File: src/design/stack_cpu_pkg.sv
package stack_cpu_pkg;

  // widths
  parameter int insn_w = 16;
  parameter int pc_w   = 10;  // 1k instruction words
  parameter int data_w = 8;
  parameter int addr_w = 8;   // 256-byte data RAM

  // a store here also goes out on the UART
  parameter logic [addr_w-1:0] tx_port_addr = 8'd1;

  // terminator of a downloaded program
  parameter logic [insn_w-1:0] prog_end_word = 16'hffff;

  parameter int led_stack_rows = 6;  // stack entries on the matrix

  // opcode in insn[15:8], operand in insn[7:0]
  typedef enum logic [7:0] {
    op_nop  = 8'h00,
    op_push = 8'h01,  // push operand
    op_pop  = 8'h02,
    op_dup  = 8'h03,
    op_add  = 8'h04,  // a + b
    op_sub  = 8'h05,  // a - b
    op_and  = 8'h06,
    op_or   = 8'h07,
    op_ld   = 8'h08,  // push mem[operand]
    op_st   = 8'h09,  // pop into mem[operand]
    op_jmp  = 8'h0a,
    op_jz   = 8'h0b,  // pop, jump if zero
    op_halt = 8'h0c
  } op_e;

  // cpu sequencer
  typedef enum logic [1:0] {
    st_fetch,
    st_exec,
    st_mem_wait,
    st_halted
  } cpu_state_e;

endpackage

File: src/design/program_loader.sv
module program_loader (
  input  logic                             sys_clk,
  input  logic                             rst_n,
  input  logic [7:0]                       rx_data,
  input  logic                             rx_data_wr,
  output logic                             prog_we,
  output logic [stack_cpu_pkg::pc_w-1:0]   prog_addr,
  output logic [stack_cpu_pkg::insn_w-1:0] prog_wdata,
  output logic                             prog_done
);
  import stack_cpu_pkg::*;

  logic              phase;    // 1 while waiting for the low byte
  logic [insn_w-1:0] word;     // last two bytes received
  logic              end_word;

  assign end_word   = (word == prog_end_word);
  assign prog_wdata = word;

  always_ff @(posedge sys_clk or negedge rst_n) begin
    if (!rst_n) begin
      phase     <= 1'b0;
      word      <= '0;
      prog_we   <= 1'b0;
      prog_addr <= '0;
      prog_done <= 1'b0;
    end else begin
      if (rx_data_wr) begin
        phase <= ~phase;
        word  <= {word[7:0], rx_data};
      end
      prog_we <= rx_data_wr & phase;  // word complete after low byte

      if (prog_we && !end_word) begin
        prog_addr <= prog_addr + 1'b1;
      end else if (rx_data_wr && end_word) begin
        prog_addr <= '0;  // new program starts over
      end

      if (rx_data_wr) begin
        prog_done <= 1'b0;  // holds the cpu while loading
      end else if (prog_we && end_word) begin
        prog_done <= 1'b1;
      end
    end
  end

endmodule

File: config.mk
export PLATFORM = sky130hd
export DESIGN_NAME = program_loader
export DESIGN_NICKNAME = d
export VERILOG_FILES = /design/src/design/stack_cpu_pkg.sv /design/src/design/program_loader.sv
export SDC_FILE = /design/constraint.sdc
export NUM_CORES = 1
export LEC_CHECK = 0
export ABC_AREA = 1
export BUFFER_PORTS_ARGS = -buffer_cell sky130_fd_sc_hd__clkbuf_2
export CAP_MARGIN = 25
export CORE_UTILIZATION = 49
export CTS_BUF_LIST = sky130_fd_sc_hd__clkbuf_2
export CTS_CLUSTER_SIZE = 14
export DETAILED_ROUTE_END_ITERATION = 7
export PLACE_DENSITY = 0.86
export SLEW_MARGIN = 20
export SYNTH_ARGS = -nofsm -noshare
export SYNTH_HDL_FRONTEND = slang
export SYNTH_SLANG_ARGS = --single-unit
File: constraint.sdc
create_clock -name sys_clk -period 2.2 [get_ports sys_clk]
set_input_delay 0.22 -clock sys_clk [delete_from_list [all_inputs] [get_ports sys_clk]]
set_output_delay 0.22 -clock sys_clk [all_outputs]
set_load 0.01 [all_outputs]
# == Word level (Yosys, flattened, before mapping) ==
# Index checks and enable logic that the tools add are counted.
# totals
register_bits,29
input_bits,11
out_inout_bits,28
elab_cells,19
# classes
n_addsub,1
n_eq_ne,1
mux,4
bitwise,2
n_reduce_logical,6
# op_table
cell,n
10-bit two-way mux,2
"16-bit == test, second input constant",1
"10-bit by 1-bit adder with 10-bit output, second input constant",1
2-bit nonzero test,2
1-bit logical AND,3
1-bit two-way mux,2
1-bit bitwise AND,1
1-bit zero test,1
1-bit inverter,1

# == Depth between registers and ports, before layout ==
# depth
depth_word,4
mapped_depth,9
mapped_depth_nobuf,9

# == Worst setup path after synthesis ==
# OpenSTA, ideal clock, no wires.
# synth_path
kind,flip-flop to flip-flop
from,register prog_addr[0] (netlist name)
to,register prog_addr[6] (netlist name)
arrival_time_ns,1.161
required_time_ns,2.082
path_slack_ns,0.921
stages_incl_launch_ff,9
n_path_buf,0
synth_period_minus_slack_ns,1.279
cell_sequence,dfrtp_1 ha_1 nand2_1 nor2_2 inv_1 o21ai_1 inv_1 nand2_1 nand2_1
# synth_via
elab_chain_len,2
# synth_rtl
item,line_no,source
from (decl),program_loader.sv:7,"output logic [stack_cpu_pkg::pc_w-1:0] prog_addr,"
from (signal assigned),program_loader.sv:35,prog_addr <= prog_addr + 1'b1;
10-bit by 1-bit adder with 10-bit output,program_loader.sv:35,
10-bit two-way mux,program_loader.sv:34,if (prog_we && !end_word) begin
# Every way passes these cells.
# A chain may end at the register's enable or synchronous reset.

# == Worst setup path after layout ==
# Same ends and word-level chain as after synthesis.

==> impl_metrics.csv <==
group,metric,value,unit
detailed_routing,wirelength,2680,um
die,ios,39,
critical_path,ff2ff_setup_slack,0.85,ns
synth,synth_edf_count,0,
critical_path,slowest_stage,"dfrtp_1",
critical_path,cp-end-kind,"flop",
synth,yosysMostFrequentCell,"nand2_1",
power_and_ir_drop,leakage,0.902,nW
detailed_routing,vias,1165,
critical_path,criticalPathCategory,"flop to flop",
grt,grt_pass1_vias,990,
synth,yosysTopAreaCell,"dfrtp_1",
detailed_routing,viasPerCell,4.87,
critical_path,critPathMaxFanout,5,
detailed_routing,dr.pass1.iters,4,
detailed_routing,routed.top_layer,"met4",
placement,dp_hpwl,1930,um
status,status,"finished clean",
synth,syn_area,1360,um2
critical_path,arrival,1.62,ns
placement,port_buffers,38,
power_and_ir_drop,powerDensity,893,nW/um2
synth,synth_cell_types,19,
critical_path,cp-start-kind,"flop",
critical_path,r2r_start,"prog_addr[0]",
synth,yosysTopAreaCellShare,53.2,%
grt,grt_max_degree,37,
finish,final_util,63.7,%
finish,area_delta_synth_final,18.9,%
timing,rsz0062_at_grt,"false",
hold_path,min_to,"prog_wdata[6]",
grt,grt_antenna_before_repair,0,
critical_path,rr_worst_depth,8,
power_and_ir_drop,ir_drop,704,uV
grt,track_usage,20.8,%
run,cap_viol_max_count,0,
hold_path,hp-class,"input port to flop",
clocking,clkLatencyLatePin,0.36,ns
timing,maxSlewViolCount,0,
critical_path,cpLargestDelayFamily,"flip-flops",
timing,setup_slack,0.852,ns
detailed_routing,drt_iter0_drc,8,
synth,ys_top_cells_by_count,"nand2_1 (49), dfrtp_1 (29), inv_1 (21)",
timing,worst_pin_slew,0.690,ns
clocking,postCtsResizedCells,0,
synth,synthFlopType,"dfrtp_1",
critical_path,timing.rr.end,"prog_addr[6]",
critical_path,path_buf_inv,2,
critical_path,cpPeakStageDelay,0.43,ns
timing,finalCriticalPeriod,1.35,ns
hold_path,worstHoldStart,"rx_data[6]",
die,die_y,54.8,um
clocking,post_cts_buffers,0,
synth,ys_ff_latch,29,
clocking,cts-root-buf,"clkbuf_2",
synth,yosys_warnings,0,
die,die_area,3000,um2
clocking,hold_buffers,1,
detailed_routing,drcViolationCount,0,
timing,max_slew_margin,54.0,%
detailed_routing,wl_met1,1220,um
timing,fmax,742,MHz
synth,syn_inst,166,
die,rows,18,
hold_path,hold_depth,3,
timing,timing.final.crit_share,61.3,%
synth,syn_nets,178,
finish,nNetsFinal,220,
critical_path,cp_cell_sequence,"ha_1 > nand2_1 > nor2_2 > inv_1 > o21ai_1 > inv_1 > nand2_1 > nand2_1",
detailed_routing,wl_met2,1290,um
synth,ys_seq_area_share,53.2,%
grt,grt_pass1_wl,4150,um
timing,setup_viol,0,
die,initial_utilization,53.6,%
placement,pre_cts_ws,0.882,ns
clocking,tritoncts,"done",
timing,skew,0.00686,ns
clocking,clockBufferDepth,2,
synth,synthTopCellsByArea,"dfrtp_1 (53%), nand2_1 (13%), inv_1 (5.8%), nand3_1 (4.8%), nor2_1 (4.1%)",
die,core_area,2540,um2
clocking,cts.clk_slew.worst_paths,0.15,ns
timing,setup_tns,0,ns
clocking,numClockSinks,29,
critical_path,cp.required,2.47,ns
synth,async_reset_ff_share,100,%
synth,post_synth.cell_area_avg,8.22,um2
placement,finalWeightedCongestion,0.829,
critical_path,crit_top_cell,"nand2_1",
detailed_routing,ant_nets,0,
detailed_routing,drt-wirelength-per-cell,11.2,um
clocking,cts_made_buffers,5,
grt,overflow,0,
finish,drive_above_1_share,26.3,%
clocking,htree_levels,2,
die,die_x,54.8,um
finish,antenna_cells,0,
detailed_routing,dr_wl_met3,119,um
timing,finalHoldViolations,0,
report_power, final:
| group | leakage, nW | total (mW) | switching [mW] | internal (mW) |
|---|---|---|---|---|
| combinational | 0.514 | 0.427 | 0.244 | 0.183 |
| clock | 0.0327 | 0.261 | 0.181 | 0.0797 |
| sequential | 0.355 | 0.760 | 0.121 | 0.639 |
| total | 0.902 | 1.45 | 0.546 | 0.902 |
registers in the layout, indices dropped and copies added, names as in the netlist:
register,flops
prog_addr,10
prog_we,1
prog_wdata,16
phase,1
prog_done,1
worst max path at each step:
stage / endpoint / slack [ns] / depth (start not counted) / start
after floorplan: prog_addr[6] / 0.92 / 8 / prog_addr[0]
after global placement: prog_addr[6] / 0.95 / 8 / prog_addr[0]
after detailed placement: prog_addr[6] / 0.88 / 8 / prog_addr[0]
after CTS: prog_addr[6] / 0.86 / 8 / prog_addr[0]
after global routing: prog_addr[6] / 0.71 / 8 / prog_addr[0]
final: prog_addr[6] / 0.85 / 8 / prog_addr[0]
cell usage in the layout (no fill, tap or decap):
cell,instances
xnor2_1,1
nor2_1,15
dfrtp_1,29
o21bai_1,1
nand3_1,13
nand2_4,1
nand2_1,49
clkinv_2,2
nand2_2,2
o21ai_0,8
dlygate4sd3_1,1
inv_1,21
ha_1,1
xor2_1,3
nand4_1,2
clkbuf_2,44
nor2_2,4
nor2_4,1
a21oi_1,9
o21ai_4,1
o21ai_1,1
layout make-up:
type / count / area [um2]
Tap cell: 30 / 37.5
Clock inverter: 2 / 10.0
Sequential cell: 29 / 726
Multi-Input combinational cell: 112 / 539
Clock buffer: 6 / 30.0
Timing Repair Buffer: 39 / 200
Inverter: 21 / 78.8
Fill cell: 238 / 923
kinds of logic after synthesis:
group	after synthesis	share of synthesized area, %
AOI/OAI and AO/OA	20	8.35
xor gates and xnor gates	4	2.57
adders and majority gates	1	0.917
buffers and inverters	25	7.25
DFF	29	53.2
and+or+nand+nor	87	27.7
tightest hold or removal path: cells and delay by family:
family,cells,cell delay (ns)
AOI/OAI and AO/OA,1,0.06
buffers and inverters,1,0.07
and+or+nand+nor,1,0.04
metrics by stage:
step	cell area (um2)	hold slack [ns]	power, mW	instances
floorplan	1360	-0.0756	1.02	166
global placement	1570	0.293	1.18	230
detailed placement	1570	0.301	1.20	230
CTS	1620	0.0404	1.47	239
global route	1620	0.0527	1.57	239
finish	1620	0.0573	1.45	239
metal layers:
layer  vias up  GRT usage [%]
met1       525           23.0
li1        601              -
met4         0           10.3
met5         -              0
met3         7           6.67
met2        32           35.5
No activity file was read; power rests on OpenSTA's default activity.
