File: config.mk
export PLATFORM = sky130hd
export DESIGN_NAME = uart
export DESIGN_NICKNAME = d
export VERILOG_FILES = /design/src/design/uart.sv
export SDC_FILE = /design/constraint.sdc
export NUM_CORES = 1
export LEC_CHECK = 0
export BUFFER_PORTS_ARGS = -buffer_cell sky130_fd_sc_hd__buf_2
export CELL_PAD_IN_SITES_DETAIL_PLACEMENT = 1
export CELL_PAD_IN_SITES_GLOBAL_PLACEMENT = 2
export CORE_UTILIZATION = 40
export DETAILED_ROUTE_END_ITERATION = 6
export GPL_TIMING_DRIVEN = 0
export PLACE_DENSITY_LB_ADDON = 0.1
export SLEW_MARGIN = 20
export SYNTH_ARGS = -nofsm -noshare
export SYNTH_HDL_FRONTEND = slang
export SYNTH_SLANG_ARGS = --single-unit
File: constraint.sdc
create_clock -name sys_clk -period 2.75 [get_ports sys_clk]
set_clock_uncertainty 0.15 [all_clocks]
set_input_delay 0.6875 -clock sys_clk [delete_from_list [all_inputs] [get_ports sys_clk]]
set_output_delay 0.6875 -clock sys_clk [all_outputs]
set_load 0.02 [all_outputs]
File: src/design/uart.sv
module uart #(
  parameter int clks_per_bit = 234
) (
  input  logic       sys_clk,
  input  logic       rst_n,
  input  logic       uart_rx,
  output logic       uart_tx,
  output logic [7:0] rx_data,
  output logic       rx_data_wr,
  input  logic [7:0] tx_data,
  input  logic       tx_en
);

  localparam int cnt_w = $clog2(clks_per_bit);
  localparam logic [cnt_w-1:0] full_bit = cnt_w'(clks_per_bit - 1);
  // half a bit, less the synchroniser delay
  localparam logic [cnt_w-1:0] half_bit = cnt_w'(clks_per_bit / 2 - 3);

  logic [1:0]       rx_sync;
  logic             rx_busy;
  logic [cnt_w-1:0] rx_cnt;
  logic [3:0]       rx_bit;   // 0 start, 1..8 data, 9 stop
  logic [7:0]       rx_shift;

  logic             tx_busy;
  logic [cnt_w-1:0] tx_cnt;
  logic [3:0]       tx_bit;
  logic [8:0]       tx_shift; // data then stop bit, lsb first

  always_ff @(posedge sys_clk or negedge rst_n) begin
    if (!rst_n) begin
      rx_sync <= 2'b11;  // idle line
    end else begin
      rx_sync <= {rx_sync[0], uart_rx};
    end
  end

  always_ff @(posedge sys_clk or negedge rst_n) begin
    if (!rst_n) begin
      rx_busy    <= 1'b0;
      rx_cnt     <= '0;
      rx_bit     <= '0;
      rx_data_wr <= 1'b0;
    end else begin
      rx_data_wr <= 1'b0;
      if (!rx_busy) begin
        if (!rx_sync[1]) begin  // falling edge of start bit
          rx_busy <= 1'b1;
          rx_cnt  <= half_bit;
          rx_bit  <= '0;
        end
      end else if (rx_cnt != '0) begin
        rx_cnt <= rx_cnt - 1'b1;
      end else begin
        // mid-bit sample point
        rx_cnt <= full_bit;
        rx_bit <= rx_bit + 1'b1;
        if (rx_bit == 4'd0 && rx_sync[1]) begin
          rx_busy <= 1'b0;  // glitch, no real start bit
        end else if (rx_bit == 4'd9) begin
          rx_busy    <= 1'b0;
          rx_data_wr <= rx_sync[1];  // framing error drops the byte
        end
      end
    end
  end

  always_ff @(posedge sys_clk) begin
    if (rx_busy && rx_cnt == '0) begin
      if (rx_bit >= 4'd1 && rx_bit <= 4'd8) begin
        rx_shift <= {rx_sync[1], rx_shift[7:1]};
      end
      if (rx_bit == 4'd9) begin
        rx_data <= rx_shift;
      end
    end
  end

  always_ff @(posedge sys_clk or negedge rst_n) begin
    if (!rst_n) begin
      uart_tx <= 1'b1;
      tx_busy <= 1'b0;
      tx_cnt  <= '0;
      tx_bit  <= '0;
    end else if (!tx_busy) begin
      if (tx_en) begin
        uart_tx <= 1'b0;  // start bit
        tx_busy <= 1'b1;
        tx_cnt  <= full_bit;
        tx_bit  <= '0;
      end
    end else if (tx_cnt != '0) begin
      tx_cnt <= tx_cnt - 1'b1;
    end else begin
      tx_cnt <= full_bit;
      tx_bit <= tx_bit + 1'b1;
      if (tx_bit == 4'd9) begin
        tx_busy <= 1'b0;  // end of stop bit, line stays high
      end else begin
        uart_tx <= tx_shift[0];
      end
    end
  end

  always_ff @(posedge sys_clk) begin
    if (!tx_busy && tx_en) begin
      tx_shift <= {1'b1, tx_data};
    end else if (tx_busy && tx_cnt == '0) begin
      tx_shift <= {1'b1, tx_shift[8:1]};
    end
  end

endmodule

Word-level counts from Yosys, hierarchy flattened
Index checks and enable logic that the tools add are counted.
{"block": "word_totals", "register_bits": 54, "in_bits": 12, "output_inout_bits": 10}
{"block": "classes", "add_sub_neg": 4, "magnitude_cmp": 2, "n_eq_ne": 6, "n_mux": 31, "n_reduce_logical": 18}
{"cell": "8-bit 2-to-1 mux", "n": 8}
{"cell": "4-bit 2-to-1 mux", "n": 6}
{"cell": "1-bit 2-to-1 mux", "n": 17}
{"cell": "8-bit logical NOT", "n": 2}
{"cell": "8-bit nonzero test", "n": 2}
{"cell": "8-bit by 1-bit subtractor with 8-bit output (second input constant)", "n": 2}
{"cell": "4-bit by 1-bit adder with 4-bit output (second input constant)", "n": 2}
{"cell": "4-bit == test (second input constant)", "n": 2}
{"cell": "2-bit AND reduction", "n": 4}
{"cell": "2-bit != test (second input constant)", "n": 3}
{"cell": "1-bit logical AND", "n": 5}
{"cell": "4-bit by 1-bit greater-or-equal comparator with 1-bit output (second input constant)", "n": 1}
{"cell": "4-bit <= comparator (second input constant)", "n": 1}
{"cell": "4-bit logical NOT", "n": 1}
{"cell": "2-bit nonzero test", "n": 2}
{"cell": "3-bit AND reduction", "n": 1}
{"cell": "2-bit by 1-bit != test with 1-bit output (second input constant)", "n": 1}
{"cell": "1-bit logical NOT", "n": 1}

Logic depth before layout (Yosys ltp)
{"block": "depth", "depth_word": 5, "ltp_mapped": 6, "depth_no_buf": 5}

Worst setup path after synthesis
Ideal clock, no wire load.
{"block": "synth_timing", "kind": "reg-to-reg", "start": "register rx_cnt[0]", "end": "register rx_data[0], enable pin", "arrival_time_ns": 1.881, "required_ns": 2.217, "setup_slack_ns": 0.336, "path_stages_with_launch": 6, "path_buffers": 1, "cell_sequence": "dfrtp_1 > inv_1 > ha_1 > or4b_1 > buf_2 > nor4_2"}
{"block": "synth_between", "elab_chain_len": 3}
{"item": "start: declaration", "line": "21", "text": "logic [cnt_w-1:0] rx_cnt;"}
{"item": "start signal: assignment", "line": "49", "text": "rx_cnt <= half_bit;"}
{"item": "start signal: assignment", "line": "53", "text": "rx_cnt <= rx_cnt - 1'b1;"}
{"item": "start signal: assignment", "line": "56", "text": "rx_cnt <= full_bit;"}
{"item": "8-bit logical NOT", "line": "69", "text": "if (rx_busy && rx_cnt == '0) begin"}
{"item": "1-bit logical AND", "line": "69"}
{"item": "2-bit AND reduction (no source line)"}
{"item": "end signal: assignment", "line": "74", "text": "rx_data <= rx_shift;"}
{"item": "end: declaration", "line": "8", "text": "output logic [7:0] rx_data,"}
No other way between the ends.
A chain may end at the register's enable or synchronous reset.

Worst setup path after layout
{"block": "layout_timing", "start": "register rx_cnt[0]", "end": "register rx_data[5], enable pin"}
The elaborated chain is that of the path after synthesis.

==> results.toml <==
[global_route]
grt_usage = 0.179
grt_max_degree = 31
grt_overflow = 0
antenna_found_initial = 0
grt_first_pass_wirelength_mm = 8.89
first_global_vias = 1858

[finish]
antennaDiodeCount = 0
utilization = 0.482
fin_area_sq_um = 2900
final_layout_size_suffix_gt1_frac = 0.219
area_delta_synth_final_pct = 13.6
fin_nets = 262

[routing]
wl_per_cell_microns = 16.8
drt-met1-wl_mm = 2.40
vias = 1776
top_layer_used = "met4"
drtIter0Drc = 31
firstDrtPassIters = 4
vias_per_cell = 5.60
route.met3.wl_microns = 120
drc = 0
ant_nets = 0
routed_wl_mm = 5.32
wl_met2_mm = 2.74

[yosys]
synth_xor_area_frac = 0.0103
synth_top_family_by_area = "simple AND/OR/NAND/NOR gates"
syn_inst = 213
syn_area_per_cell_sq_um = 12.0
yosys.cell_types.count = 57
netlist_area_sq_um = 2550
synth_compound_area_frac = 0.135
seq_area_frac_synth = 0.577
synth_adder_area_share = 0.0441
yosys.area_share.simple = 0.158
synth-seq-cells = 54
synthMuxAreaShare = 0.0309
ys_warn_count = 0
synthFlopType = "dfrtp_1"
synthArstFlopShare = 0.556
synth_edf_count = 24
synth_fp_nets = 234

[placement]
io_buffers = 21
routabilityCongestion = 0.760
dpl.hpwl_mm = 3.80
placed_area_sq_um = 2750

[outcome]
status = "completed"

[worst_hold_path]
hold_path_class = "flop to flop"

[critical_path]
worstSetupStartpointType = "flop"
critPathCaptureType = "flop"
path_cells = "inv_1, ha_1, or4b_1, buf_2, nor4_4"
critPathArrivalTime_ns = 2.32
cp_max_fo = 10
critPathKind = "flop to flop"
slowest_stage = "nor4_4"
worstPathRequired_ns = 2.56
cpPeakStageDelay_ns = 0.61

[clock_tree]
clockBufferDepth = 2
hold_buffers = 0
cts_tree = "done"
clkLatencyLatePin_ns = 0.31
clock-root-buffer = "clkbuf_8"
cts_sinks = 54
cts_buffers = 5
path_clk_slew_ns = 0.10
post-cts-setup-buffers = 0
h-tree-depth = 2

[floorplan]
die_h_microns = 81.9
num_rows = 28
start_util = 0.424
design.core.area_sq_um = 6030
die_x_microns = 81.9
io_pins = 22
dieArea_sq_um = 6710

[flow_run]
drv_cap = 0

[timing]
finalCriticalPeriod_ns = 2.51
slew_viol_final = 0
finalSetupViolations = 0
fmax_ghz = 0.398
finalHoldViolations = 0
min_period_over_period = 0.913
rsz0062_at_grt = "false"
relSlewSlack = 0.450
tightest_slew_ns = 0.825

[power]
max-vdd-ir-drop_v = 0.000312
powerDensity_nw_per_um2 = 649
p_leak_nw = 1.19
## kinds of logic after synthesis
family                   Yosys count
flip-flops                        54
XOR/XNOR                           3
multiplexers                       7
AND/OR/NAND/NOR                   64
adder cells (fa/ha/maj)            9
AO/OA/AOI/OAI                     49
buffers and inverters             27
## state kept, by name (all words and copies together), names as in the netlist
register    flops
rx_bit          4
rx_busy         1
rx_cnt          8
rx_data         8
rx_data_wr      1
rx_shift        8
rx_sync         2
tx_bit          4
tx_busy         1
tx_cnt          8
tx_shift        8
uart_tx         1
## critical path: cells and delay by family, from the launching register on
| family | cells | cell delay, ns |
|---|---|---|
| buf+inv | 2 | 0.34 |
| flops | 1 | 0.43 |
| simple gates | 2 | 1.05 |
| fa+ha+maj | 1 | 0.19 |
## cells in the final DEF, fill, tap and decap left out, types with 2 or more instances in the layout
cell type | synthesis | routed
dfrtp_1 | 27 | 27
buf_2 | 5 | 26
edfxtp_1 | 24 | 24
inv_1 | 14 | 14
nand2_1 | 9 | 9
o21ai_0 | 9 | 9
ha_1 | 9 | 9
nor2_1 | 8 | 8
mux2_2 | 7 | 7
a21oi_1 | 7 | 7
o211ai_1 | 6 | 6
clkbuf_1 | 5 | 5
nand2b_1 | 5 | 5
nor3_1 | 5 | 5
nand3_1 | 5 | 5
clkbuf_8 | 0 | 5
or4_1 | 4 | 4
nor4_1 | 3 | 3
a41o_1 | 3 | 3
or2_2 | 3 | 3
o31ai_1 | 3 | 3
a31oi_1 | 3 | 3
dfstp_2 | 3 | 3
buf_1 | 2 | 2
or4b_1 | 2 | 2
nor4b_1 | 2 | 2
or3_1 | 2 | 2
o41ai_1 | 2 | 2
a211o_1 | 2 | 2
nand3b_1 | 2 | 2
xnor2_1 | 2 | 2
nor3b_1 | 2 | 2
a221oi_1 | 2 | 2
## layer usage
metal	vias up	global-route usage
met5	-	0
met4	0	0.0544
met3	6	0.0411
met2	16	0.307
met1	901	0.222
li1	853	-
## report_power, final
group | switching, mW | internal [mW] | total (mW)
combinational | 0.172 | 0.139 | 0.311
clock | 0.282 | 0.278 | 0.560
sequential | 0.0879 | 0.924 | 1.01
## per-stage QoR
step	setup slack, ns	total power, mW	hold slack [ns]	setup TNS, ns	instances
final	0.239	1.88	0.207	0	317
after global placement	-0.215	1.30	0.197	-1.75	309
after CTS	0.0357	1.91	0.214	0	317
after detailed placement	-0.349	1.34	0.197	-3.43	309
after global routing	0.0765	1.99	0.208	0	317
after floorplan	0.336	1.23	0.195	0	213
## timing repair
| item | in CTS | in global routing |
|---|---|---|
| resized for setup | 2 | 2 |
| endpoints found under the hold margin | 0 | 0 |
| endpoints found under the setup margin | 17 | 8 |
| pin swaps | 0 | 0 |
## worst paths after layout
kind / from / end / slack (ns) / cells past startpoint
setup / recovery: rx_cnt[0] / rx_data[5] / 0.24 / 5
hold / removal: rx_sync[0] / rx_sync[1] / 0.21 / 0
setup reg to reg: rx_cnt[0] / rx_data[5] / 0.24 / 5
hold reg to reg: rx_sync[0] / rx_sync[1] / 0.21 / 0
max in group asynchronous: rst_n / tx_bit[3] / 1.74 / 1
min in group asynchronous: rst_n / rx_cnt[6] / 0.26 / 1
## layout make-up
cell class	instances	area [sq um]
clock inverter	3	48.8
clock buffer	5	68.8
inverter	14	52.6
fill	653	3120
timing repair buffer	21	105
multi-input combinational	132	995
buffer	13	62.6
sequential	54	1480
tap	75	93.8
## cells in the mapped netlist, types with 5 or more instances
cell type	n	area share
a21oi_1	7	0.014
buf_2	5	0.0098
clkbuf_1	5	0.0073
dfrtp_1	27	0.26
edfxtp_1	24	0.28
ha_1	9	0.044
inv_1	14	0.021
mux2_2	7	0.031
nand2_1	9	0.013
nand2b_1	5	0.012
nand3_1	5	0.0098
nor2_1	8	0.012
nor3_1	5	0.0098
o211ai_1	6	0.018
o21ai_0	9	0.018
No activity file was read; power rests on OpenSTA's default activity.
