$ cat src/design/stack_cpu_pkg.sv
package stack_cpu_pkg;

  // widths
  parameter int insn_w = 16;
  parameter int pc_w   = 10;  // 1k instruction words
  parameter int data_w = 8;
  parameter int addr_w = 8;   // 256-byte data RAM

  // a store here also goes out on the UART
  parameter logic [addr_w-1:0] tx_port_addr = 8'd1;

  // terminator of a downloaded program
  parameter logic [insn_w-1:0] prog_end_word = 16'hffff;

  parameter int led_stack_rows = 6;  // stack entries on the matrix

  // opcode in insn[15:8], operand in insn[7:0]
  typedef enum logic [7:0] {
    op_nop  = 8'h00,
    op_push = 8'h01,  // push operand
    op_pop  = 8'h02,
    op_dup  = 8'h03,
    op_add  = 8'h04,  // a + b
    op_sub  = 8'h05,  // a - b
    op_and  = 8'h06,
    op_or   = 8'h07,
    op_ld   = 8'h08,  // push mem[operand]
    op_st   = 8'h09,  // pop into mem[operand]
    op_jmp  = 8'h0a,
    op_jz   = 8'h0b,  // pop, jump if zero
    op_halt = 8'h0c
  } op_e;

  // cpu sequencer
  typedef enum logic [1:0] {
    st_fetch,
    st_exec,
    st_mem_wait,
    st_halted
  } cpu_state_e;

endpackage

$ cat src/design/led_matrix_scan.sv
module led_matrix_scan #(
  parameter int scan_period = 27000,
  parameter int scan_gap    = 500
) (
  input  logic                             sys_clk,
  input  logic                             rst_n,
  input  logic [stack_cpu_pkg::insn_w-1:0] insn,
  input  logic [stack_cpu_pkg::led_stack_rows-1:0][stack_cpu_pkg::data_w-1:0] stack_view,
  input  logic [stack_cpu_pkg::pc_w-1:0]   pc,
  output logic [8:0]                       led_row,
  output logic [7:0]                       led_col
);
  import stack_cpu_pkg::*;

  localparam int cnt_w = $clog2(scan_period);

  logic [cnt_w-1:0] scan_cnt;
  logic [3:0]       row_index;
  logic             row_on;

  // seven segments, a in bit 7 down to g in bit 1, dp in bit 0
  function automatic logic [7:0] encode_7seg(input logic [4:0] n);
    logic [6:0] seg;
    case (n[3:0])
      4'h0: seg = 7'b1111110;
      4'h1: seg = 7'b0110000;
      4'h2: seg = 7'b1101101;
      4'h3: seg = 7'b1111001;
      4'h4: seg = 7'b0110011;
      4'h5: seg = 7'b1011011;
      4'h6: seg = 7'b1011111;
      4'h7: seg = 7'b1110010;
      4'h8: seg = 7'b1111111;
      4'h9: seg = 7'b1111011;
      4'ha: seg = 7'b1110111;
      4'hb: seg = 7'b0011111;
      4'hc: seg = 7'b1001110;
      4'hd: seg = 7'b0111101;
      4'he: seg = 7'b1001111;
      default: seg = 7'b1000111;  // f
    endcase
    return {seg, n[4]};
  endfunction

  always_ff @(posedge sys_clk or negedge rst_n) begin
    if (!rst_n) begin
      scan_cnt  <= '0;
      row_index <= '0;
    end else if (scan_cnt == cnt_w'(scan_period - 1)) begin
      scan_cnt  <= '0;
      row_index <= (row_index == 4'd8) ? 4'd0 : row_index + 1'b1;
    end else begin
      scan_cnt <= scan_cnt + 1'b1;
    end
  end

  // blank near row changes to avoid ghosting
  assign row_on  = (scan_cnt >= cnt_w'(scan_gap)) &&
                   (scan_cnt < cnt_w'(scan_period - scan_gap));
  assign led_row = row_on ? (9'b1 << row_index) : 9'b0;

  always_comb begin
    case (row_index)
      4'd0: led_col = insn[insn_w-1:data_w];
      4'd1: led_col = insn[data_w-1:0];
      4'd2, 4'd3, 4'd4, 4'd5, 4'd6, 4'd7: led_col = stack_view[row_index - 4'd2];
      4'd8: led_col = encode_7seg(pc[4:0]);
      default: led_col = 8'b0;
    endcase
  end

endmodule

$ cat config.mk
export PLATFORM = sky130hd
export DESIGN_NAME = led_matrix_scan
export DESIGN_NICKNAME = d
export VERILOG_FILES = /design/src/design/stack_cpu_pkg.sv /design/src/design/led_matrix_scan.sv
export SDC_FILE = /design/constraint.sdc
export NUM_CORES = 1
export LEC_CHECK = 0
export BUFFER_PORTS_ARGS = -buffer_cell sky130_fd_sc_hd__buf_4
export CORE_AREA = 2 2 72 74
export DETAILED_ROUTE_END_ITERATION = 10
export DIE_AREA = 0 0 74 76
export PLACE_DENSITY_LB_ADDON = 0.1
export SYNTH_ARGS = -nofsm -noshare
export SYNTH_HDL_FRONTEND = slang
export SYNTH_SLANG_ARGS = --single-unit
$ cat constraint.sdc
create_clock -name sys_clk -period 2.29 [get_ports sys_clk]
set_clock_uncertainty 0.15 [all_clocks]
set_input_delay 0.3435 -clock sys_clk [delete_from_list [all_inputs] [get_ports sys_clk]]
set_output_delay 0.3435 -clock sys_clk [all_outputs]
set_load 0.02 [all_outputs]
* Word-level counts from Yosys, hierarchy flattened
Memories as Yosys holds them, arrays and structs flattened.
Cells that the tools add are included.
** Word-level totals
- Flip-flop bits (word level) :: 19
- Bits in read-only memories :: 112
- Input bits :: 76
- Output and inout bits :: 17
- Word-level logic and storage cells :: 28
- Memories :: 1
** Operators by class
- Add/sub/neg operators :: 3
- $lt $le $gt $ge :: 3
- Equal/unequal tests :: 9
- Shift-type cells :: 1
- Muxes and demuxes :: 6
- Reductions and logical operators :: 3
** Memory list
- (name not given) :: words 16, width 7, read ports 1, clocked after Yosys merged registers in 0, wr ports 0, line led_matrix_scan.sv:24 : case (n[3:0])
** Operators with widths (count)
- $pmux 8 s4 :: 1
- $bmux 8 s3 :: 1
- $eq 4x3->1 const B :: 4
- $add 15x1->15 const B :: 1
- $eq 15x15->1 const B :: 1
- $ge 15x9->1 const B :: 1
- $lt 15x15->1 const B :: 1
- $mux 15 :: 1
- $mux 9 :: 1
- $shl 1x4->9 const A :: 1
- $eq 4x2->1 const B :: 2
- $mux 8 :: 1
- $reduce_or 6->1 :: 1
- $add 4x1->4 const B :: 1
- $eq 4x1->1 const B :: 1
- $eq 4x4->1 const B :: 1
- $logic_not 4->1 :: 1
- $lt 4x4->1 const B :: 1
- $mux 4 :: 1
- $sub 4x2->4 const B :: 1
- $logic_and 1x1->1 :: 1

* Longest topological paths before layout
- Depth in word-level cells :: 4
- Depth in mapped cells :: 8
- Depth with buffers taken out :: 6

* Worst setup path after synthesis
No wires, ideal clock.
- Path type :: register to output
- Start :: register row_index[2]
- End :: output led_col[6]
- Arrival :: 2033 ps
- Data required time :: 1796 ps
- Setup slack :: -237 ps
- Stages on the path, launching flop included :: 8
- Path buffers :: 2
- Cells stage by stage :: dfrtp_1 -> inv_1 -> ha_1 -> buf_4 -> nor2_2 -> buf_2 -> a221oi_1 -> o311ai_1
** Between the ends
- Word-level cells in the longest chain between the ends :: 4
- Elaborated cells on any way between the ends :: 14
- Classes of those cells :: add/sub (1); eq/ne (8); mux (3); reduce/logical (2)
** Ends and longest elaborated chain
- start: declaration :: line led_matrix_scan.sv:18 : logic [3:0] row_index;
- start signal: assignment :: line led_matrix_scan.sv:51 : row_index <= (row_index == 4'd8) ? 4'd0 : row_index + 1'b1;
- $sub 4x2->4 :: line led_matrix_scan.sv:66 : 4'd2, 4'd3, 4'd4, 4'd5, 4'd6, 4'd7: led_col = stack_view[row_index - 4'd2];
- $bmux 8 s3 :: line led_matrix_scan.sv:66
- $mux 8 (not written as such) :: line led_matrix_scan.sv:66
- $pmux 8 s4 * :: line led_matrix_scan.sv:63 : case (row_index)
- end: declaration :: line led_matrix_scan.sv:11 : output logic [7:0] led_col
Every way passes the cells marked *; elsewhere a longest branch is shown, timed or not. The select of a mux whose other input is x is not followed.

* Worst setup path after layout
- Start :: register row_index[1]
- End :: output led_col[3]
Same word-level chain as after synthesis.

==> impl_metrics.env <==
export IMPL_post_drt_wl_per_cell_microns=17.3
export IMPL_path_buf_inv=2
export IMPL_ioPinCount=93
export IMPL_clock_sinks=19
export IMPL_setup_viol=8
export IMPL_antenna_found_initial=0
export IMPL_syn_to_final_growth_pct=71.0
export IMPL_die_w_microns=74
export IMPL_grt_max_degree=20
export IMPL_max_stage_delay_ns=0.42
export IMPL_crit_required_ns=1.80
export IMPL_p_total_w=0.000774
export IMPL_power_density_mw_per_mm2=221
export IMPL_die_h_microns=76
export IMPL_grt_pass1_vias=2203
export IMPL_yosysMostFrequentCell="nor2_1"
export IMPL_avgSynthCellArea_sq_um=9.18
export IMPL_ant_nets=0
export IMPL_clock_latency_ns=0.25
export IMPL_synth_area_sq_mm=0.00205
export IMPL_cp_slowest_cell="dfrtp_1"
export IMPL_htreeDepth=1
export IMPL_fin_nets=427
export IMPL_synth_edf_count=0
export IMPL_setup_slack_ns=-0.272
export IMPL_crit_cells=6
export IMPL_hold_viol=0
export IMPL_cts_made_buffers=3
export IMPL_hpwlAfterDp_mm=4.67
export IMPL_status="complete, but fails checks"
export IMPL_dr_first_iter_drc_count=99
export IMPL_cp_top_family="compound AO/OA/AOI/OAI gates"
export IMPL_rows=26
export IMPL_yosysTopAreaCell="dfrtp_1"
export IMPL_dieArea_sq_mm=0.00562
export IMPL_routed_wl_mm=7.00
export IMPL_cts_root_buf="clkbuf_8"
export IMPL_grt_setup_unrepaired="yes"
export IMPL_grt_remaining_overflow=0
export IMPL_clk_pin_slew_worst_paths_ns=0.07
export IMPL_critPathArrivalTime_ns=2.07
export IMPL_r2r_cells=4
export IMPL_nFillCells=365
export IMPL_grt_pass1_wl_mm=10.0
export IMPL_slew_violations=0
export IMPL_fin_crit_sh_pct=112
export IMPL_ys_seq_elements=19
export IMPL_synth_commonest_cells="24 x nor2_1, 19 x dfrtp_1, 17 x nand3_1, 15 x ha_1, 13 x nand2_1"
export IMPL_worstSetupPathType="reg2out"
export IMPL_cts_tree="yes"
export IMPL_clockBufferDepth=2
export IMPL_maxCapViolCount=0
export IMPL_cp_max_fo=6
export IMPL_insertedDiodeCount=0
export IMPL_synth_fp_nets=314
export IMPL_drc=0
export IMPL_ys_types=54
export IMPL_vias_per_cell=5.56
export IMPL_tightest_slew_ns=0.573
export IMPL_ys_warn_count=0
export IMPL_worst_setup_path_end_kind="primary output"
export IMPL_slew_headroom_pct=61.3
export IMPL_synthCells=223
export IMPL_max_freq_ghz=0.390
export IMPL_dr_pass1_iters=4
export IMPL_drive_above_1_share_pct=55.2
export IMPL_core_sq_mm=0.00491
export IMPL_p_leak_nw=1.67
export IMPL_track_usage_pct=22.3
export IMPL_synth_ff_type="dfrtp_1"
export IMPL_violations="negative setup slack"
export IMPL_port_buffers=87
export IMPL_initial_core_util_pct=41.7
export IMPL_post_route_util_pct=71.3
export IMPL_crit_chain="ha_4 > buf_12 > mux2_4 > a221oi_2 > o311ai_2 > buf_4"
export IMPL_globalplace_congestion=0.798
export IMPL_vdd_ir_drop_max_v=0.000350
export IMPL_min_path_type="in2async"
export IMPL_startpoint_type="flop"
export IMPL_synthTopCellsByArea="dfrtp_1 23%, ha_1 9.2%, mux4_2 4.4%"
export IMPL_synth_seq_area_share_pct=23.2
export IMPL_synthArstFlopShare_pct=100
export IMPL_yosysTopAreaCellShare_pct=23.2
export IMPL_vias=2253
export IMPL_regArea_sq_um=482
export IMPL_min_period_ns=2.56
export IMPL_multi_input_area_sq_mm=0.00183
through the flow:
step	setup TNS [ns]	setup WS, ns	hold WS [ns]	cell area (sq um)	cells
6_report	-1.55	-0.272	0.336	3500	405
5_1_grt	-2.24	-0.334	0.359	3500	405
4_1_cts	-1.67	-0.236	0.348	3200	400
3_5_place_dp	-0.236	-0.0932	0.0812	2880	383
3_3_place_gp	-0.141	-0.0585	0.0799	2880	383
2_1_floorplan	-0.175	-0.0508	-0.102	2080	223
sequential cells by signal, indices dropped and copies added, names as in the netlist:
name	cells
row_index	4
scan_cnt	15
report_power, final:
part	leakage [nW]	total, W	switching, W	internal [W]
Clock	0.0228	0.000230	0.000106	0.000124
Combinational	1.40	0.000209	0.0000810	0.000128
Sequential	0.245	0.000335	0	0.000335
Total	1.67	0.000774	0.000187	0.000587
final timing paths:
kind / end / from / slack, ns
max: led_col[3] / row_index[1] / -0.27
min: scan_cnt[9] / rst_n / 0.34
max reg2reg: row_index[0] / scan_cnt[3] / 0.58
min reg2reg: scan_cnt[0] / scan_cnt[0] / 0.35
max in group asynchronous: scan_cnt[4] / rst_n / 1.43
min in group sys_clk: scan_cnt[0] / scan_cnt[0] / 0.35
worst register-to-register path, stage by stage (launching register included):
cell and delay, ns:
dfrtp_1 0.42, buf_4 0.17, nor3_1 0.27, and4_1 0.26
mux2_1 0.32
layout make-up:
class | instances | area share (%)
flip-flops and latches | 19 | 13.8
repair buffers | 121 | 28.9
well taps | 70 | 2.50
inverters | 9 | 1.32
clock buffers | 4 | 1.29
multi-input cells | 182 | 52.2
placed cells by master, fill, tap and decap left out, drive strengths merged, types with 3 or more instances in the layout:
cell type / count
a21oi: 4
a221oi: 8
a22o: 4
a22oi: 7
and3: 3
and4: 4
and4bb: 3
buf: 120
clkbuf: 4
dfrtp: 19
ha: 15
inv: 8
mux2: 13
mux4: 4
nand2: 14
nand3: 18
nand4: 4
nor2: 26
nor3: 3
o211ai: 7
o21ai: 4
o221ai: 3
o311ai: 7
o31ai: 3
xnor2: 4
xor2: 8
cell families (layout without fill, tap and decap cells):
kind of cell             Yosys count  count (layout)  share of synthesized area, %
multiplexers                      19              19                          12.5
AND/OR/NAND/NOR                   82              82                          22.3
adder cells (fa/ha/maj)           15              15                          9.17
buffers and inverters             23             134                          6.23
AO/OA/AOI/OAI                     53              54                          21.4
XOR/XNOR                          12              12                          5.13
flip-flops                        19              19                          23.2
repair_timing:
action	in CTS	in global routing
buffers inserted	11	5
endpoints found under the setup margin	11	17
pin swaps	10	21
hold endpoints to repair	19	0
hold buffers	1	0
resized for setup	35	43
cloned	1	1
metal layers:
metal	global-route usage (%)	vias to the layer above	routed length, microns
met5	0	-	0
met4	6.18	0	210
met3	3.44	19	450
met2	40.9	91	3580
met1	26.2	1066	2750
li1	-	1077	-
Power figures use the tool's default switching activity.
