File: src/design/stack_cpu_pkg.sv
package stack_cpu_pkg;

  // widths
  parameter int insn_w = 16;
  parameter int pc_w   = 10;  // 1k instruction words
  parameter int data_w = 8;
  parameter int addr_w = 8;   // 256-byte data RAM

  // a store here also goes out on the UART
  parameter logic [addr_w-1:0] tx_port_addr = 8'd1;

  // terminator of a downloaded program
  parameter logic [insn_w-1:0] prog_end_word = 16'hffff;

  parameter int led_stack_rows = 6;  // stack entries on the matrix

  // opcode in insn[15:8], operand in insn[7:0]
  typedef enum logic [7:0] {
    op_nop  = 8'h00,
    op_push = 8'h01,  // push operand
    op_pop  = 8'h02,
    op_dup  = 8'h03,
    op_add  = 8'h04,  // a + b
    op_sub  = 8'h05,  // a - b
    op_and  = 8'h06,
    op_or   = 8'h07,
    op_ld   = 8'h08,  // push mem[operand]
    op_st   = 8'h09,  // pop into mem[operand]
    op_jmp  = 8'h0a,
    op_jz   = 8'h0b,  // pop, jump if zero
    op_halt = 8'h0c
  } op_e;

  // cpu sequencer
  typedef enum logic [1:0] {
    st_fetch,
    st_exec,
    st_mem_wait,
    st_halted
  } cpu_state_e;

endpackage

File: src/design/stack_cpu.sv
module stack_cpu #(
  parameter int stack_depth = 16
) (
  input  logic                             sys_clk,
  input  logic                             rst_n,
  input  logic                             run,
  input  logic [stack_cpu_pkg::insn_w-1:0] insn,
  output logic [stack_cpu_pkg::pc_w-1:0]   pc,
  output logic [stack_cpu_pkg::addr_w-1:0] mem_addr,
  output logic                             mem_wr,
  output logic [stack_cpu_pkg::data_w-1:0] wr_data,
  input  logic [stack_cpu_pkg::data_w-1:0] rd_data,
  output logic [stack_cpu_pkg::led_stack_rows-1:0][stack_cpu_pkg::data_w-1:0] stack_view
);
  import stack_cpu_pkg::*;

  cpu_state_e        state;
  op_e               op;
  logic [data_w-1:0] operand;
  logic [data_w-1:0] stack [stack_depth];  // entry 0 is top
  logic              push_en;
  logic              pop_en;
  logic              alu_en;    // pop two, push result
  logic              take_jump;
  logic [data_w-1:0] push_val;
  logic [data_w-1:0] alu_res;

  assign op       = op_e'(insn[insn_w-1:data_w]);
  assign operand  = insn[data_w-1:0];
  assign mem_addr = insn[addr_w-1:0];
  assign mem_wr   = (state == st_exec) && (op == op_st);
  assign wr_data  = stack[0];

  always_comb begin
    push_en   = 1'b0;
    pop_en    = 1'b0;
    alu_en    = 1'b0;
    take_jump = 1'b0;
    push_val  = operand;
    case (op)
      op_add:  alu_res = stack[1] + stack[0];
      op_sub:  alu_res = stack[1] - stack[0];
      op_and:  alu_res = stack[1] & stack[0];
      op_or:   alu_res = stack[1] | stack[0];
      default: alu_res = '0;
    endcase
    if (state == st_mem_wait) begin
      push_en  = 1'b1;   // load data arrives now
      push_val = rd_data;
    end else if (state == st_exec) begin
      case (op)
        op_push: push_en = 1'b1;
        op_dup: begin
          push_en  = 1'b1;
          push_val = stack[0];
        end
        op_pop, op_st: pop_en = 1'b1;
        op_add, op_sub, op_and, op_or: alu_en = 1'b1;
        op_jmp: take_jump = 1'b1;
        op_jz: begin
          pop_en    = 1'b1;
          take_jump = (stack[0] == '0);
        end
        default: ;  // nop, halt, ld and unknown codes
      endcase
    end
  end

  // sequencer and pc
  always_ff @(posedge sys_clk or negedge rst_n) begin
    if (!rst_n) begin
      state <= st_fetch;
      pc    <= '0;
    end else if (!run) begin
      state <= st_fetch;
      pc    <= '0;
    end else begin
      case (state)
        st_fetch: state <= st_exec;  // program RAM reads pc this cycle
        st_exec: begin
          if (op == op_halt) begin
            state <= st_halted;
          end else begin
            state <= (op == op_ld) ? st_mem_wait : st_fetch;
            pc    <= take_jump ? pc_w'(operand) : pc + 1'b1;
          end
        end
        st_mem_wait: state <= st_fetch;
        st_halted:   state <= st_halted;
        default:     state <= st_fetch;
      endcase
    end
  end

  // shift-register stack, zero fill from the bottom
  always_ff @(posedge sys_clk or negedge rst_n) begin
    if (!rst_n) begin
      for (int i = 0; i < stack_depth; i++) begin
        stack[i] <= '0;
      end
    end else if (!run) begin
      for (int i = 0; i < stack_depth; i++) begin
        stack[i] <= '0;
      end
    end else if (push_en) begin
      stack[0] <= push_val;
      for (int i = 1; i < stack_depth; i++) begin
        stack[i] <= stack[i-1];  // bottom entry falls off
      end
    end else if (pop_en || alu_en) begin
      stack[0] <= alu_en ? alu_res : stack[1];
      for (int i = 1; i < stack_depth - 1; i++) begin
        stack[i] <= stack[i+1];
      end
      stack[stack_depth-1] <= '0;
    end
  end

  always_comb begin
    for (int i = 0; i < led_stack_rows; i++) begin
      stack_view[i] = stack[i];
    end
  end

endmodule

File: config.mk
export PLATFORM = sky130hd
export DESIGN_NAME = stack_cpu
export DESIGN_NICKNAME = d
export VERILOG_FILES = /design/src/design/stack_cpu_pkg.sv /design/src/design/stack_cpu.sv
export SDC_FILE = /design/constraint.sdc
export NUM_CORES = 1
export LEC_CHECK = 0
export BUFFER_PORTS_ARGS = -buffer_cell sky130_fd_sc_hd__buf_2
export CAP_MARGIN = 20
export CORE_MARGIN = 2
export CORE_UTILIZATION = 53
export DETAILED_ROUTE_END_ITERATION = 8
export GPL_TIMING_DRIVEN = 0
export PLACE_DENSITY = 0.77
export SLEW_MARGIN = 20
export SYNTH_ARGS = -nofsm -noshare
export SYNTH_HDL_FRONTEND = slang
export SYNTH_SLANG_ARGS = --single-unit
File: constraint.sdc
create_clock -name sys_clk -period 2.2 [get_ports sys_clk]
set_clock_uncertainty 0.05 [all_clocks]
set_input_delay 0.22 -clock sys_clk [delete_from_list [all_inputs] [get_ports sys_clk]]
set_output_delay 0.22 -clock sys_clk [all_outputs]
set_load 0.05 [all_outputs]
# ---- Word level (Yosys, flattened, before mapping)
# Cells that the tools add are included.
# W data, S select, Z words.
dict set report word_totals {
  ff_bits 140
  input_bits 27
  output_inout_bits 75
  wordCells 79
}
dict set report classes {
  add_sub_neg 3
  n_eq_ne 19
  muxes 28
  bitwise_logic 2
  n_reduce_logical 9
}
# cell n
set op_table {}
lappend op_table {{$mux W128} 3}
lappend op_table {{$eq A8 B4 Y1 const B} 5}
lappend op_table {{$mux W10} 4}
lappend op_table {{$eq A8 B3 Y1 const B} 4}
lappend op_table {{$mux W8} 4}
lappend op_table {{$pmux W8 S4} 1}
lappend op_table {{$eq A8 B2 Y1 const B} 2}
lappend op_table {{$mux W1} 11}
lappend op_table {{$add A10 B1 Y10 const B} 1}
lappend op_table {{$add A8 B8 Y8} 1}
lappend op_table {{$and A8 B8 Y8} 1}
lappend op_table {{$eq A8 B1 Y1 const B} 1}
lappend op_table {{$logic_not A8 Y1} 1}
lappend op_table {{$or A8 B8 Y8} 1}
lappend op_table {{$pmux W2 S4} 1}
lappend op_table {{$sub A8 B8 Y8} 1}
lappend op_table {{$mux W2} 3}
lappend op_table {{$ne A5 B5 Y1 const B} 1}
lappend op_table {{$eq A2 B2 Y1 const B} 2}
lappend op_table {{$reduce_and A2 Y1} 2}
lappend op_table {{$reduce_or A4 Y1} 1}
lappend op_table {{$ne A3 B1 Y1 const B} 1}
lappend op_table {{$reduce_or A3 Y1} 1}
lappend op_table {{$eq A2 B1 Y1 const B} 1}
lappend op_table {{7 further kinds} 7}

# ---- Longest topological paths before layout
dict set report logic_depth {
  word_depth 9
  depth_mapped 13
  ltp_nobuf 12
}

# ---- Worst setup path before layout
# OpenSTA, ideal clock, no wires.
dict set report synth_timing {
  kind {input to register}
  startpoint {input insn[13] in the netlist's numbering}
  endpoint {register stack, in the netlist wr_data[7]}
  setup_ns 0.131
  arrival_ns 2.788
  required_time_ns 2.019
  slack_ns -0.769
  stages 12
  n_path_buf 1
  path_cell_list {or4_1 -> buf_2 -> or4_1 -> o31ai_1 -> xor2_1 -> ha_1 -> o21ai_0 -> a21oi_1 -> a311o_1 -> a21oi_1 -> xnor2_1 -> o21ai_1}
}
dict set report synth_via {
  elab_chain_cells 9
  elab_cells_between_ends 30
  cone_classes {eq/ne (11); mux (14); reduce/logical (5)}
}
# item line_no
set synth_lines {}
lappend synth_lines {{start, declared} stack_cpu.sv:7} ;# input logic [stack_cpu_pkg::insn_w-1:0] insn,
lappend synth_lines {{$eq A8 B3 Y1} {stack_cpu.sv:40, stack_cpu.sv:51}}
lappend synth_lines {{$reduce_or A4 Y1} stack_cpu.sv:51} ;# case (op)
lappend synth_lines {{$mux W1} stack_cpu.sv:51}
lappend synth_lines {{$mux W1} stack_cpu.sv:50} ;# end else if (state == st_exec) begin
lappend synth_lines {{$mux W1} stack_cpu.sv:47} ;# if (state == st_mem_wait) begin
lappend synth_lines {{$mux W8} stack_cpu.sv:111} ;# stack[0] <= alu_en ? alu_res : stack[1];
lappend synth_lines {{$mux W128} stack_cpu.sv:110} ;# end else if (pop_en || alu_en) begin
lappend synth_lines {{$mux W128} stack_cpu.sv:105} ;# end else if (push_en) begin
lappend synth_lines {{$mux W128} stack_cpu.sv:101} ;# end else if (!run) begin
lappend synth_lines {{end signal, assigned by index} stack_cpu.sv:108} ;# stack[i] <= stack[i-1];
lappend synth_lines {{end signal, assigned by index} stack_cpu.sv:113} ;# stack[i] <= stack[i+1];
lappend synth_lines {{end, declared} stack_cpu.sv:20} ;# logic [data_w-1:0] stack [stack_depth];
# Parallel ways exist; a longest one is shown, timed or not. The select of a mux whose other input is x is not followed.
# A chain may end at the register's enable or synchronous reset.

# ---- Worst setup path in the final report
dict set report layout_timing {
  startpoint {input insn[13] in the netlist's numbering}
  endpoint {register stack, in the netlist wr_data[3]}
}
# The elaborated chain is that of the path after synthesis.

==> results.cfg <==
[drt]
vias = 6993
drc = 0
drtIter0Drc = 701
via_per_inst = 6.02
wl_per_cell_um = 18.2
ant_nets = 0
firstDrtPassIters = 5
wl_mm = 21.1

[cells_and_area]
antenna_cells = 0
fin_nets = 1009
drive_above_1_share = 0.296
fin_area_sq_um = 9330
finalNonFillerCells = 1161
fill_cells = 1102
area_delta_synth_final_pct = 21.8

[run_status]
violations = setup timing
outcome = finished, violations left

[grt]
antenna_found_initial = 0
grt_pass1_vias = 6434
grt_pass1_wl_mm = 33.9
gr-total-overflow = 0
grt_use_total = 0.267
grt_max_degree = 82

[setup_path]
cp_max_fo = 3
crit_end = wr_data[3]$_DFFE_PN0P_
timing.rr.end = wr_data[3]$_DFFE_PN0P_
startpoint_type = input port
r2r-start = wr_data[1]$_DFFE_PN0P_
r2r_slack_ps = -500
crit_start = insn[13]
ff2ff_path_depth = 10
cp.required_ps = 2440
end_kind = flip-flop
cp.arrival_ps = 3010
path_class = input port to flip-flop

[placement]
place_hpwl_mm = 14.3
place_area_sq_um = 8450
dp_cells = 1118
dp_slack_ps = -1160
gp_congestion = 0.940
io_buffer_count = 100

[logic_synthesis]
synthArstFlopShare = 1.00
yosys.area_share.xor_xnor = 0.0137
synthSimpleGateAreaFrac = 0.120
synth_cells = 837
synth.area.mux_share = 0.0139
synth_area_per_cell_sq_um = 9.15
ys_warn_count = 0
synth_top_family_by_area = compound AO/OA/AOI/OAI gates
yosysSeqAreaShare = 0.457
synth_enable_flop_cells = 0
synth_nets = 876
synthAdderAreaFrac = 0.0219
synth_compound_area_frac = 0.267
synth_cell_types = 54
netlist_area_sq_um = 7660
synth_flop_cell = dfrtp_1
synth_seq_cells = 140

[clocking]
cts_tree = done
numCtsBuffers = 17
htree_levels = 4
clock_path_buffers = 2
clkSinkCount = 140
cts_root_buf = clkbuf_16
clk_latency_ps = 420
clk_pin_slew_worst_paths_ps = 60

[floorplanning]
num_io_pins = 102
coreArea_sq_um = 14000
die_h_um = 124
rows = 43
die-width_um = 124
initial_utilization = 0.547
die_area_sq_um = 15400

[job]
maxCapViolCount = 0

[min_path]
hold_path.class = input port to flip-flop

[power]
totalPowerFinal_w = 0.00618
powerDensity_nw_per_um2 = 662
leakage_nw = 4.23
ir_worst_vdd_v = 0.000604

[sta]
rsz0062_at_grt = yes
clock.fmax_mhz = 361
tightestPinTransition_ps = 891
period_share = 1.26
slew_headroom = 0.401
setup_viol = 8
fin_ws_ps = -568
drv_slew = 0
fin_crit_ps = 2770
hold_viol_final = 0
-- Yosys cell counts, drive strengths merged, types with 4 or more instances --
cell	count	share of area
o211ai	5	0.0049
clkbuf	34	0.017
a31oi	4	0.0033
nor3	7	0.0046
mux2i	5	0.0065
a22oi	112	0.11
a221oi	5	0.0057
nand3	7	0.0046
nand2	133	0.066
a21oi	28	0.019
inv	7	0.0034
ha	11	0.018
nand2b	8	0.0065
nor3b	8	0.0078
and3	5	0.0041
buf	93	0.087
nor4	4	0.0060
a22o	8	0.0091
o21ai	143	0.093
nor2	18	0.0091
xor2	5	0.0057
dfrtp	140	0.46
mux2	5	0.0074
nor2b	6	0.0049
xnor2	7	0.0080
-- through the flow --
step	hold slack [ps]	TNS, ps	util
final	44.7	-3280	0.667
after global routing	53.9	-3990	0.667
after CTS	32.2	-2180	0.653
after detailed placement	205	-56430	0.604
after global placement	438	-214480	0.602
after floorplan	-126	-3920	-
-- area by class of cell --
| type | instances | area, sq um | area share |
|---|---|---|---|
| inverter | 7 | 26.3 | 0.00282 |
| tap | 180 | 225 | 0.0242 |
| clock inverter | 7 | 91.3 | 0.00979 |
| clock buffer | 23 | 468 | 0.0502 |
| timing repair buffer | 117 | 677 | 0.0726 |
| sequential | 140 | 3510 | 0.376 |
| multi-input combinational | 563 | 3500 | 0.376 |
| buffer | 124 | 828 | 0.0888 |
-- cells in the final DEF (no fill, tap or decap), types with 6 or more instances in the layout --
cell type	count
buf_6	8
nor3b_1	8
o21ai_0	86
clkbuf_16	17
nor3_1	6
nand3_1	7
nand2_1	132
a21oi_1	22
nor2b_1	6
buf_4	78
nor2_1	14
a22oi_1	112
clkbuf_1	25
buf_2	115
a22o_1	8
o21ai_1	56
clkbuf_4	9
inv_1	6
ha_1	8
xnor2_1	7
dfrtp_1	137
-- where the power goes --
group / internal [W] / switching, W
clock network: 0.00171 / 0.00106
registers: 0.00259 / 0.0000484
logic: 0.000263 / 0.000504
total: 0.00457 / 0.00161
-- flip-flops by register name, summed over array words and instances (netlist names) --
name and flops:
stack_view 40, state 2, wr_data 8, pc 10, stack 80
-- routing by layer --
| metal | wire (um) | GRT usage |
|---|---|---|
| met4 | 365 | 0.0727 |
| met5 | 0 | 0 |
| met2 | 9720 | 0.410 |
| met1 | 9350 | 0.381 |
| met3 | 1670 | 0.0637 |
-- logic make-up (layout without fill, tap and decap cells) --
family	after synthesis	count (layout)
simple gates	203	203
fa+ha+maj	13	13
mux	10	10
flops	140	140
buf+inv	134	278
xor+xnor	12	12
compound gates	325	325
-- critical path, stage by stage --
cell and delay [ps]:
buf_6 90, or4_4 550, or4_4 600, nor2_2 130, a21o_1 140, inv_2 50
ha_4 220, nand2b_4 90, nand2b_4 50, a211oi_2 200, o211ai_1 120, o211a_1 190
o32a_1 350
-- timing repair --
item	4_1_cts	5_1_grt
endpoints found under the hold margin	80	0
hold buffers	1	0
endpoints found under the setup margin	138	114
gates resized for setup	29	42
setup buffers	6	9
gates cloned	0	0
pin swaps	7	16
-- how the worst min path moves through the flow --
stage / start / to / slack (ps) / depth (start not counted)
finish: run / state[1]$_DFF_PN0_ / 40 / 3
global route: run / state[1]$_DFF_PN0_ / 50 / 3
CTS: run / state[1]$_DFF_PN0_ / 30 / 3
detailed placement: rst_n / pc[9]$_DFFE_PN0P_ / 200 / 1
global placement: pc[8]$_DFFE_PN0P_ / pc[8]$_DFFE_PN0P_ / 440 / 1
floorplan: rst_n / pc[0]$_DFFE_PN0P_ / -130 / 0
Note: power is estimated with default switching activity, not from simulation.
